<file path="config.mk">
export PLATFORM = sky130hd
export DESIGN_NAME = proc_top
export DESIGN_NICKNAME = d
export VERILOG_FILES = /design/src/common/rv_pkg.sv /design/src/common/proc_ifs.sv /design/src/hw/fetch_unit.sv /design/src/hw/exec_unit.sv /design/src/hw/reg_file.sv /design/src/hw/lsu.sv /design/src/hw/mem_arbiter.sv /design/src/hw/proc_top.sv
export SDC_FILE = /design/constraint.sdc
export NUM_CORES = 2
export LEC_CHECK = 0
export BUFFER_PORTS_ARGS = -buffer_cell sky130_fd_sc_hd__buf_2
export CORE_UTILIZATION = 35
export CTS_CLUSTER_DIAMETER = 200
export DETAILED_ROUTE_END_ITERATION = 10
export GPL_TIMING_DRIVEN = 1
export HOLD_SLACK_MARGIN = 0.06
export SYNTH_ARGS = -nofsm -noshare
export SYNTH_HDL_FRONTEND = slang
export SYNTH_HIERARCHICAL = 1
export SYNTH_SLANG_ARGS = --single-unit
export TNS_END_PERCENT = 50
</file>
<file path="constraint.sdc">
create_clock -name clk -period 39.5 [get_ports clk]
set_clock_uncertainty 0.15 [all_clocks]
set_input_delay 1.975 -clock clk [delete_from_list [all_inputs] [get_ports clk]]
set_output_delay 1.975 -clock clk [all_outputs]
set_load 0.02 [all_outputs]
</file>
<file path="src/common/rv_pkg.sv">
`default_nettype none

package rv_pkg;

    // data path and register file sizes
    localparam int xlen          = 32;
    localparam int num_regs      = 32;
    localparam int reg_sel_width = 5;

    typedef logic [xlen-1:0]          word_t;
    typedef logic [reg_sel_width-1:0] reg_sel_t;

    localparam word_t reset_pc = 32'd0;

    // memory-mapped store addresses, never reach the memory port
    localparam word_t out_addr  = 32'd1000;
    localparam word_t halt_addr = 32'd1004;

    typedef enum logic [6:0] {
        op_imm = 7'b0010011,
        op     = 7'b0110011,
        load   = 7'b0000011,
        store  = 7'b0100011,
        branch = 7'b1100011,
        lui    = 7'b0110111,
        auipc  = 7'b0010111,
        jal    = 7'b1101111,
        jalr   = 7'b1100111
    } opcode_e;

    // alu funct3, shared by op and op_imm
    localparam logic [2:0] f3_add_sub = 3'b000;
    localparam logic [2:0] f3_sll     = 3'b001;
    localparam logic [2:0] f3_slt     = 3'b010;
    localparam logic [2:0] f3_sltu    = 3'b011;
    localparam logic [2:0] f3_xor     = 3'b100;
    localparam logic [2:0] f3_srl_sra = 3'b101;
    localparam logic [2:0] f3_or      = 3'b110;
    localparam logic [2:0] f3_and     = 3'b111;

    // branch conditions
    localparam logic [2:0] f3_beq  = 3'b000;
    localparam logic [2:0] f3_bne  = 3'b001;
    localparam logic [2:0] f3_blt  = 3'b100;
    localparam logic [2:0] f3_bge  = 3'b101;
    localparam logic [2:0] f3_bltu = 3'b110;
    localparam logic [2:0] f3_bgeu = 3'b111;

    // selects sub and sra
    localparam logic [6:0] f7_alt = 7'b0100000;

    typedef struct packed {
        logic [6:0] funct7;
        reg_sel_t   rs2;
        reg_sel_t   rs1;
        logic [2:0] funct3;
        reg_sel_t   rd;
        logic [6:0] opcode;
    } r_fmt_t;

    typedef struct packed {
        logic [11:0] imm;
        reg_sel_t    rs1;
        logic [2:0]  funct3;
        reg_sel_t    rd;
        logic [6:0]  opcode;
    } i_fmt_t;

    typedef struct packed {
        logic [6:0] imm_hi;
        reg_sel_t   rs2;
        reg_sel_t   rs1;
        logic [2:0] funct3;
        logic [4:0] imm_lo;
        logic [6:0] opcode;
    } s_fmt_t;

    typedef struct packed {
        logic       imm_12;
        logic [5:0] imm_10_5;
        reg_sel_t   rs2;
        reg_sel_t   rs1;
        logic [2:0] funct3;
        logic [3:0] imm_4_1;
        logic       imm_11;
        logic [6:0] opcode;
    } b_fmt_t;

    typedef struct packed {
        logic [19:0] imm;
        reg_sel_t    rd;
        logic [6:0]  opcode;
    } u_fmt_t;

    typedef struct packed {
        logic       imm_20;
        logic [9:0] imm_10_1;
        logic       imm_11;
        logic [7:0] imm_19_12;
        reg_sel_t   rd;
        logic [6:0] opcode;
    } j_fmt_t;

    typedef union packed {
        r_fmt_t r;
        i_fmt_t i;
        s_fmt_t s;
        b_fmt_t b;
        u_fmt_t u;
        j_fmt_t j;
    } instr_t;

endpackage

`default_nettype wire

</file>
<file path="src/common/proc_ifs.sv">
`timescale 1ns/1ps
`default_nettype none

// request held until a single-cycle ack, rdata valid with ack
interface mem_bus_if import rv_pkg::*; ();
    logic  rd_req;
    logic  wr_req;
    word_t addr;
    word_t wdata;
    word_t rdata;
    logic  ack;

    modport requester (
        output rd_req, wr_req, addr, wdata,
        input  rdata, ack
    );

    modport arbiter (
        input  rd_req, wr_req, addr, wdata,
        output rdata, ack
    );
endinterface

interface fetch_if import rv_pkg::*; ();
    logic   instr_valid;
    instr_t instr;
    word_t  pc;
    logic   redirect;
    word_t  next_pc;

    modport fetch (
        output instr_valid, instr, pc,
        input  redirect, next_pc
    );

    modport exec (
        input  instr_valid, instr, pc,
        output redirect, next_pc
    );
endinterface

// req and done are one-cycle strobes
interface lsu_if import rv_pkg::*; ();
    logic  req;
    logic  we;
    word_t addr;
    word_t wdata;
    word_t rdata;
    logic  done;

    modport master (
        output req, we, addr, wdata,
        input  rdata, done
    );

    modport slave (
        input  req, we, addr, wdata,
        output rdata, done
    );
endinterface

interface rf_if import rv_pkg::*; ();
    reg_sel_t rs1_sel;
    reg_sel_t rs2_sel;
    word_t    rs1_data;
    word_t    rs2_data;
    logic     wr_en;
    reg_sel_t wr_sel;
    word_t    wr_data;

    modport master (
        output rs1_sel, rs2_sel, wr_en, wr_sel, wr_data,
        input  rs1_data, rs2_data
    );

    modport file (
        input  rs1_sel, rs2_sel, wr_en, wr_sel, wr_data,
        output rs1_data, rs2_data
    );
endinterface

`default_nettype wire

</file>
<file path="src/hw/fetch_unit.sv">
`timescale 1ns/1ps
`default_nettype none

module fetch_unit import rv_pkg::*; (
    input  logic         clk,
    input  logic         rst,
    input  logic         halt,
    fetch_if.fetch       fetch,
    mem_bus_if.requester bus
);
    typedef enum logic [1:0] {st_idle, st_req, st_deliver} state_e;

    state_e state;
    word_t  pc_q;
    logic   boot_q;
    instr_t instr_q;

    always_ff @(posedge clk or posedge rst) begin
        if (rst) begin
            state  <= st_idle;
            pc_q   <= reset_pc;
            boot_q <= 1'b1;
        end else begin
            case (state)
                st_idle: begin
                    // first fetch after reset, then one per redirect
                    if (!halt && (boot_q || fetch.redirect)) begin
                        state  <= st_req;
                        boot_q <= 1'b0;
                        if (fetch.redirect) begin
                            pc_q <= fetch.next_pc;
                        end
                    end
                end
                st_req: begin
                    if (bus.ack) begin
                        state <= st_deliver;
                    end
                end
                default: state <= st_idle;
            endcase
        end
    end

    always_ff @(posedge clk) begin
        if (state == st_req && bus.ack) begin
            instr_q <= bus.rdata;
        end
    end

    assign bus.rd_req = (state == st_req);
    assign bus.wr_req = 1'b0;
    assign bus.addr   = pc_q;
    assign bus.wdata  = '0;

    assign fetch.instr_valid = (state == st_deliver);
    assign fetch.instr       = instr_q;
    assign fetch.pc          = pc_q;

endmodule

`default_nettype wire

</file>
<file path="src/hw/exec_unit.sv">
`timescale 1ns/1ps
`default_nettype none

module exec_unit import rv_pkg::*; (
    input  logic  clk,
    input  logic  rst,
    fetch_if.exec fetch,
    lsu_if.master lsu,
    rf_if.master  rf,
    output logic  bad_op
);
    typedef enum logic [1:0] {st_idle, st_exec, st_mem, st_next} state_e;

    state_e     state;
    instr_t     instr_q;
    word_t      pc_q;
    word_t      rs1, rs2;
    word_t      imm_i, imm_s, imm_b, imm_u, imm_j;
    word_t      alu_b, alu_res, wb_res, target;
    logic [4:0] shamt;
    logic       alt, take;
    logic       is_load, is_store, writes_rd, known_op;

    assign rs1 = rf.rs1_data;
    assign rs2 = rf.rs2_data;

    // sign-extended immediates, one per format
    assign imm_i = {{20{instr_q.i.imm[11]}}, instr_q.i.imm};
    assign imm_s = {{20{instr_q.s.imm_hi[6]}}, instr_q.s.imm_hi, instr_q.s.imm_lo};
    assign imm_b = {{19{instr_q.b.imm_12}}, instr_q.b.imm_12, instr_q.b.imm_11,
                    instr_q.b.imm_10_5, instr_q.b.imm_4_1, 1'b0};
    assign imm_u = {instr_q.u.imm, 12'b0};
    assign imm_j = {{11{instr_q.j.imm_20}}, instr_q.j.imm_20, instr_q.j.imm_19_12,
                    instr_q.j.imm_11, instr_q.j.imm_10_1, 1'b0};

    assign alu_b = (instr_q.r.opcode == op) ? rs2 : imm_i;
    assign shamt = alu_b[4:0];
    // for srai the funct7 bits sit in the top of the i immediate
    assign alt   = (instr_q.r.funct7 == f7_alt);

    always_comb begin
        case (instr_q.r.funct3)
            f3_add_sub: alu_res = (instr_q.r.opcode == op && alt) ? rs1 - alu_b : rs1 + alu_b;
            f3_sll:     alu_res = rs1 << shamt;
            f3_slt:     alu_res = {31'b0, $signed(rs1) < $signed(alu_b)};
            f3_sltu:    alu_res = {31'b0, rs1 < alu_b};
            f3_xor:     alu_res = rs1 ^ alu_b;
            f3_or:      alu_res = rs1 | alu_b;
            f3_and:     alu_res = rs1 & alu_b;
            default: begin
                if (alt) begin
                    alu_res = $signed(rs1) >>> shamt;
                end else begin
                    alu_res = rs1 >> shamt;
                end
            end
        endcase
    end

    always_comb begin
        case (instr_q.b.funct3)
            f3_beq:  take = (rs1 == rs2);
            f3_bne:  take = (rs1 != rs2);
            f3_blt:  take = ($signed(rs1) < $signed(rs2));
            f3_bge:  take = ($signed(rs1) >= $signed(rs2));
            f3_bltu: take = (rs1 < rs2);
            f3_bgeu: take = (rs1 >= rs2);
            default: take = 1'b0;
        endcase
    end

    // opcode decode, result and next pc
    always_comb begin
        is_load   = 1'b0;
        is_store  = 1'b0;
        writes_rd = 1'b0;
        known_op  = 1'b1;
        wb_res    = alu_res;
        target    = pc_q + 32'd4;
        case (instr_q.r.opcode)
            op_imm, op: writes_rd = 1'b1;
            lui: begin
                writes_rd = 1'b1;
                wb_res    = imm_u;
            end
            auipc: begin
                writes_rd = 1'b1;
                wb_res    = pc_q + imm_u;
            end
            jal: begin
                writes_rd = 1'b1;
                wb_res    = pc_q + 32'd4;
                target    = pc_q + imm_j;
            end
            jalr: begin
                writes_rd = 1'b1;
                wb_res    = pc_q + 32'd4;
                target    = (rs1 + imm_i) & ~32'd1;
            end
            branch: begin
                if (take) begin
                    target = pc_q + imm_b;
                end
            end
            load:    is_load = 1'b1;
            store:   is_store = 1'b1;
            default: known_op = 1'b0;
        endcase
    end

    always_ff @(posedge clk or posedge rst) begin
        if (rst) begin
            state  <= st_idle;
            bad_op <= 1'b0;
        end else begin
            case (state)
                st_idle: begin
                    if (fetch.instr_valid) begin
                        state <= st_exec;
                    end
                end
                st_exec: begin
                    if (!known_op) begin
                        bad_op <= 1'b1;
                        state  <= st_idle;
                    end else if (is_load || is_store) begin
                        state <= st_mem;
                    end else begin
                        state <= st_idle;
                    end
                end
                st_mem: begin
                    if (lsu.done) begin
                        state <= st_next;
                    end
                end
                default: state <= st_idle;
            endcase
        end
    end

    always_ff @(posedge clk) begin
        if (state == st_idle && fetch.instr_valid) begin
            instr_q <= fetch.instr;
            pc_q    <= fetch.pc;
        end
    end

    assign lsu.req   = (state == st_exec) && (is_load || is_store);
    assign lsu.we    = is_store;
    assign lsu.addr  = rs1 + (is_store ? imm_s : imm_i);
    assign lsu.wdata = rs2;

    assign rf.rs1_sel = instr_q.r.rs1;
    assign rf.rs2_sel = instr_q.r.rs2;
    assign rf.wr_sel  = instr_q.r.rd;
    assign rf.wr_en   = ((state == st_exec) && writes_rd)
                     || ((state == st_mem) && lsu.done && is_load);
    assign rf.wr_data = (state == st_mem) ? lsu.rdata : wb_res;

    // memory ops redirect one cycle after done
    assign fetch.redirect = ((state == st_exec) && known_op && !is_load && !is_store)
                         || (state == st_next);
    assign fetch.next_pc  = target;

endmodule

`default_nettype wire

</file>
<file path="src/hw/reg_file.sv">
`timescale 1ns/1ps
`default_nettype none

module reg_file import rv_pkg::*; (
    input  logic clk,
    input  logic rst,
    rf_if.file   rf
);
    word_t regs [num_regs];

    always_ff @(posedge clk or posedge rst) begin
        if (rst) begin
            for (int i = 0; i < num_regs; i++) begin
                regs[i] <= '0;
            end
        end else if (rf.wr_en && rf.wr_sel != '0) begin
            regs[rf.wr_sel] <= rf.wr_data;
        end
    end

    // x0 reads as zero
    assign rf.rs1_data = (rf.rs1_sel == '0) ? '0 : regs[rf.rs1_sel];
    assign rf.rs2_data = (rf.rs2_sel == '0) ? '0 : regs[rf.rs2_sel];

endmodule

`default_nettype wire

</file>
<file path="src/hw/lsu.sv">
`timescale 1ns/1ps
`default_nettype none

module lsu import rv_pkg::*; (
    input  logic         clk,
    input  logic         rst,
    lsu_if.slave         req_port,
    mem_bus_if.requester bus,
    output word_t        out,
    output logic         out_en,
    output logic         halt
);
    logic  busy_q;
    logic  done_q;
    logic  we_q;
    word_t addr_q;
    word_t wdata_q;
    word_t rdata_q;
    logic  to_out;
    logic  to_halt;

    assign to_out  = req_port.we && (req_port.addr == out_addr);
    assign to_halt = req_port.we && (req_port.addr == halt_addr);

    always_ff @(posedge clk or posedge rst) begin
        if (rst) begin
            busy_q <= 1'b0;
            done_q <= 1'b0;
            out_en <= 1'b0;
            halt   <= 1'b0;
        end else begin
            done_q <= 1'b0;
            out_en <= 1'b0;
            if (req_port.req) begin
                // mapped stores finish in one cycle
                if (to_out) begin
                    out_en <= 1'b1;
                    done_q <= 1'b1;
                end else if (to_halt) begin
                    halt   <= 1'b1;
                    done_q <= 1'b1;
                end else begin
                    busy_q <= 1'b1;
                end
            end else if (busy_q && bus.ack) begin
                busy_q <= 1'b0;
                done_q <= 1'b1;
            end
        end
    end

    always_ff @(posedge clk) begin
        if (req_port.req) begin
            we_q    <= req_port.we;
            addr_q  <= req_port.addr;
            wdata_q <= req_port.wdata;
        end
        if (req_port.req && to_out) begin
            out <= req_port.wdata;
        end
        if (busy_q && bus.ack) begin
            rdata_q <= bus.rdata;
        end
    end

    assign bus.rd_req = busy_q && !we_q;
    assign bus.wr_req = busy_q && we_q;
    assign bus.addr   = addr_q;
    assign bus.wdata  = wdata_q;

    assign req_port.done  = done_q;
    assign req_port.rdata = rdata_q;

endmodule

`default_nettype wire

</file>
<file path="src/hw/mem_arbiter.sv">
`timescale 1ns/1ps
`default_nettype none

module mem_arbiter import rv_pkg::*; (
    input  logic       clk,
    input  logic       rst,
    mem_bus_if.arbiter data_bus,
    mem_bus_if.arbiter fetch_bus,
    output word_t      mem_addr,
    output word_t      mem_wr_data,
    output logic       mem_rd_req,
    output logic       mem_wr_req,
    input  word_t      mem_rd_data,
    input  logic       mem_ack
);
    logic busy_q;
    logic owner_data_q;
    logic data_active;
    logic fetch_active;
    logic sel_data;

    assign data_active  = data_bus.rd_req | data_bus.wr_req;
    assign fetch_active = fetch_bus.rd_req | fetch_bus.wr_req;

    // load/store wins a fresh grant, an open grant holds until ack
    assign sel_data = busy_q ? owner_data_q : data_active;

    always_ff @(posedge clk or posedge rst) begin
        if (rst) begin
            busy_q       <= 1'b0;
            owner_data_q <= 1'b0;
        end else if (mem_ack) begin
            busy_q <= 1'b0;
        end else if (!busy_q && (data_active || fetch_active)) begin
            busy_q       <= 1'b1;
            owner_data_q <= data_active;
        end
    end

    assign mem_rd_req  = sel_data ? data_bus.rd_req : fetch_bus.rd_req;
    assign mem_wr_req  = sel_data ? data_bus.wr_req : fetch_bus.wr_req;
    assign mem_addr    = sel_data ? data_bus.addr : fetch_bus.addr;
    assign mem_wr_data = sel_data ? data_bus.wdata : fetch_bus.wdata;

    assign data_bus.ack    = sel_data && mem_ack;
    assign fetch_bus.ack   = !sel_data && mem_ack;
    assign data_bus.rdata  = sel_data ? mem_rd_data : '0;
    assign fetch_bus.rdata = sel_data ? '0 : mem_rd_data;

endmodule

`default_nettype wire

</file>
<file path="src/hw/proc_top.sv">
`timescale 1ns/1ps
`default_nettype none

module proc_top import rv_pkg::*; (
    input  logic  clk,
    input  logic  rst,
    output word_t mem_addr,
    output word_t mem_wr_data,
    output logic  mem_rd_req,
    output logic  mem_wr_req,
    input  word_t mem_rd_data,
    input  logic  mem_ack,
    output word_t out,
    output logic  out_en,
    output logic  halt,
    output word_t pc
);
    logic lsu_halt;
    logic bad_op;

    mem_bus_if fetch_bus ();
    mem_bus_if data_bus ();
    fetch_if   fetch_ch ();
    lsu_if     lsu_ch ();
    rf_if      rf_ch ();

    // either a halt store or an unknown opcode stops the core
    assign halt = lsu_halt | bad_op;
    assign pc   = fetch_ch.pc;

    fetch_unit u_fetch (
        .clk   (clk),
        .rst   (rst),
        .halt  (halt),
        .fetch (fetch_ch),
        .bus   (fetch_bus)
    );

    exec_unit u_exec (
        .clk    (clk),
        .rst    (rst),
        .fetch  (fetch_ch),
        .lsu    (lsu_ch),
        .rf     (rf_ch),
        .bad_op (bad_op)
    );

    reg_file u_rf (
        .clk (clk),
        .rst (rst),
        .rf  (rf_ch)
    );

    lsu u_lsu (
        .clk      (clk),
        .rst      (rst),
        .req_port (lsu_ch),
        .bus      (data_bus),
        .out      (out),
        .out_en   (out_en),
        .halt     (lsu_halt)
    );

    mem_arbiter u_arb (
        .clk         (clk),
        .rst         (rst),
        .data_bus    (data_bus),
        .fetch_bus   (fetch_bus),
        .mem_addr    (mem_addr),
        .mem_wr_data (mem_wr_data),
        .mem_rd_req  (mem_rd_req),
        .mem_wr_req  (mem_wr_req),
        .mem_rd_data (mem_rd_data),
        .mem_ack     (mem_ack)
    );

endmodule

`default_nettype wire

</file>
==> metrics.yaml <==
power:
  share_seq_of_total_power_pct: 47.6
  intPower_mw: 2.19
  sw_ratio_pct: 23.2
  share_clk_of_total_power_pct: 49.9
  leakagePower_nw: 41.1
  power_frac_comb_pct: 2.5
  worst_ir_drop_vdd_v: 0.0000419
  p_switching_mw: 0.663
  cellPowerDensity_nw_per_um2: 30.4
  power.total_mw: 2.85
drt:
  vias_after_detailed_routing: 66832
  dr.first_iter.drc_count: 8520
  detail_route.drc_violations: 0
  detailedRoute.firstPassIterationCount: 8
  detail-route-antenna-nets: 0
  drt_wl_total_um: 356000
  avgRoutedWirePerCell_um: 34.4
  avgViaCountPerCell: 6.45
setup_path:
  crit_fanout: 83
  r2r_end: "u_lsu/out[16]"
  r2r_slack_ns: 30.20
  cpPeakStageDelay_ns: 0.70
  rr_startpoint: "u_exec/instr_q[16]"
  reg2regPathDepth: 23
  start_kind: "register"
  cp_cell_sequence: "buf_12 -> buf_4 -> buf_4 -> buf_4 -> mux4_1 -> mux2_2 -> o21ai_1 -> a311oi_2 -> buf_4 -> ha_1 -> a21oi_1 -> o21bai_1 -> a21oi_1 -> o21bai_1 -> a21oi_1 -> o21ai_0 -> a21boi_0 -> xnor2_1 -> nor4_2 -> nand4_1 -> or4_1 -> nor2_4 -> buf_4"
  crit_type: "register to register"
  arrival_ns: 9.63
  path_common_cell: "sky130_fd_sc_hd__buf_4"
  cpMaxStageDelayCell: "sky130_fd_sc_hd__buf_4"
  worst_ep_required_time_ns: 39.83
  worstSetupEndpointType: "register"
clock_tree:
  clock_sink_count: 1293
  tritoncts_clock_tree: "built"
  post_cts_resized: 0
  clock_tree.buffer_depth: 3
  buffer_count_from_post_cts_setup_fixing: 0
  ctsHoldBuffers: 0
  numCtsBuffers: 145
  clkTransAtPathRegs_ns: 0.06
  cts-root-buf: "sky130_fd_sc_hd__clkbuf_16"
  worstSkewPairLatency_ns: 0.86
  total_number_of_h_tree_levels: 4
global_routing:
  pin_count_of_the_biggest_net_entering_global_routing: 113
  vias_in_the_first_global_route: 64878
  grt-ovfl-total: 0
  grt_util_all_layers_pct: 28.6
  grt_antenna_before_repair: 29
  grt_first_pass_wirelength_um: 500000
die:
  ioPinCount: 167
  die-area_um2: 245000
  floorplan.die.height_um: 495
  num_rows: 180
  initial_utilization_pct: 35.3
  placeableCoreArea_um2: 241000
  die_w_um: 495
finish:
  drive_above_1_share_pct: 33.7
  area_delta_synth_final_pct: 10.1
  postLayoutCellArea_um2: 93800
  multi_input_gate_area_um2: 47800
  final_common_cell: "sky130_fd_sc_hd__dfrtp_1"
  fin_nets: 7289
  layoutNonFillerInstCount: 10359
  fill_cells: 22899
  fraction_of_the_core_area_covered_by_cells_at_the_end_of_the_flow_pct: 38.9
  layout_common_cells: "sky130_fd_sc_hd__dfrtp_1, sky130_fd_sc_hd__mux2_2, sky130_fd_sc_hd__mux4_2"
  total_area_of_sequential_cells_um2: 33500
yosys:
  ffs_w_async_s_r_synth_pct: 82.6
  synth_cell_type_count: 123
  ys_seq_elements: 1293
  mappedNetlistArea_um2: 85200
  synth_instances: 7201
  synth_top_area_share_pct: 31.3
  synth_largest_area_cell: "sky130_fd_sc_hd__dfrtp_1"
  synth_area_per_cell_um2: 11.8
  synthesis_warnings: 6
  synth-seq-area-share_pct: 39.3
  synth-edff-count: 225
  synth_flop_cell: "sky130_fd_sc_hd__dfrtp_1"
  synth.area.top_cells: "sky130_fd_sc_hd__dfrtp_1, sky130_fd_sc_hd__mux2_2, sky130_fd_sc_hd__mux4_2, sky130_fd_sc_hd__edfxtp_1, sky130_fd_sc_hd__ha_1"
placed_design:
  worst_slack_after_detailed_placement_ns: 30.28
  placement.cell_area_um2: 88700
  placedCellCount: 10073
  place.detailed.hpwl_um: 239000
  gp_congestion: 1.06
  io_buf_count: 166
worst_hold_path:
  hold_end: "u_rf/regs[1010]"
  min_path_cells: 0
  hold_class: "register to register"
  timing.hold.worst.start: "u_rf/regs[1010]"
sta:
  setup-violations-final: 0
  finalHoldViolations: 0
  hold-worst-slack_ns: 0.244
  final_critical_delay_including_setup_and_external_delays_ns: 9.30
  relative_max_transition_margin_pct: 6.32
  finalWorstSetupSlack_ns: 30.20
  final-max-slew-violation-count: 0
  f_max_mhz: 108
  max_slew.worst_pin.slew_ns: 1.40
  grt_setup_unrepaired: "false"
  finalSetupTns_ns: 0
  final.period_utilization_pct: 23.5
status:
  run_status: "completed"
job:
  max-cap-violations: 0
flip-flops by register name, summed over array words and instances, names as in the netlist, 2 cells and up:
signal	flops
u_rf/regs	1024
u_exec/instr_q	32
u_exec/pc_q	32
u_fetch/bus.addr	32
u_fetch/fetch.instr	32
u_lsu/bus.addr	32
u_lsu/bus.wdata	32
u_lsu/out	32
u_lsu/req_port.rdata	32
u_exec/state	2
u_fetch/state	2
routing by layer:
| metal | share of wire [%] | track usage (%) | up-vias | routed length, um |
|---|---|---|---|---|
| li1 | - | - | 26986 | - |
| met1 | 39 | 37.0 | 34759 | 140000 |
| met2 | 44 | 42.8 | 4103 | 156000 |
| met3 | 10 | 7.78 | 966 | 37000 |
| met4 | 6.6 | 16.5 | 18 | 23500 |
| met5 | 0.032 | 0 | - | 115 |
how the worst max path moves through the flow:
stage	from	to	slack, ns	depth (start not counted)
after global routing	u_exec/instr_q[16]	u_lsu/out[15]	29.83	23
after CTS	u_exec/instr_q[21]	u_rf/regs[94]	30.25	24
after global placement	u_exec/instr_q[21]	u_rf/regs[286]	30.16	24
final	u_exec/instr_q[16]	u_lsu/out[16]	30.20	23
after floorplan	rst	u_rf/regs[0]	8.56	1
after detailed placement	u_exec/instr_q[21]	u_rf/regs[830]	30.28	24
cell families after synthesis:
kind of cell    Yosys count  share of synthesized area, %
mux                    1804                          30.2
compound gates         1572                          12.5
flops                  1293                          39.3
simple gates           1192                          7.04
buf+inv                 928                          5.75
fa+ha+maj               219                          3.27
xor+xnor                192                          1.97
other cells               1                       0.00440
worst max-delay path, delay by kind of cell (launching register included):
family          cells  cell delay, ns
mux                 2            0.89
buf+inv             6            3.02
fa+ha+maj           1            0.36
simple gates        4            1.55
compound gates      9            2.00
xor+xnor            1            0.13
flops               1            0.37
cells in the mapped netlist (all sizes together), types with 16 or more instances:
master,count
nor2b,91
o22ai,25
o31ai,21
or2,16
xnor2,123
mux4,457
a22oi,88
a311oi,80
inv,163
and2,93
clkbuf,332
nor2,274
edfxtp,225
nand2b,31
o2111ai,26
mux2i,174
nand2,334
nand3,125
o221ai,38
buf,432
a21boi,16
xor2,69
a221oi,82
nand4,38
a211oi,129
a21o,104
a31oi,56
dfrtp,1067
nor3,58
a21oi,296
nor4,24
o211ai,48
o21bai,33
o21a,26
mux2,1173
ha,213
and3,38
o21ai,383
power by group through the flow:
stage,Clock (mW),Combinational (mW),Sequential [mW]
floorplan,0,0.0517,1.38
global placement,0,0.0703,1.38
detailed placement,0,0.0717,1.38
CTS,1.45,0.0719,1.36
global route,1.50,0.0782,1.36
finish,1.42,0.0711,1.36
layout make-up:
cell class	count	share of cell area [%]
clock inverters	61	0.878
flip-flops and latches	1293	35.7
inverters	164	0.667
repair buffers	419	2.98
well taps	3185	4.25
diodes	19	0.0507
multi-input cells	5012	51.0
clock buffers	206	4.45
Note: power is estimated with default switching activity, not from simulation.
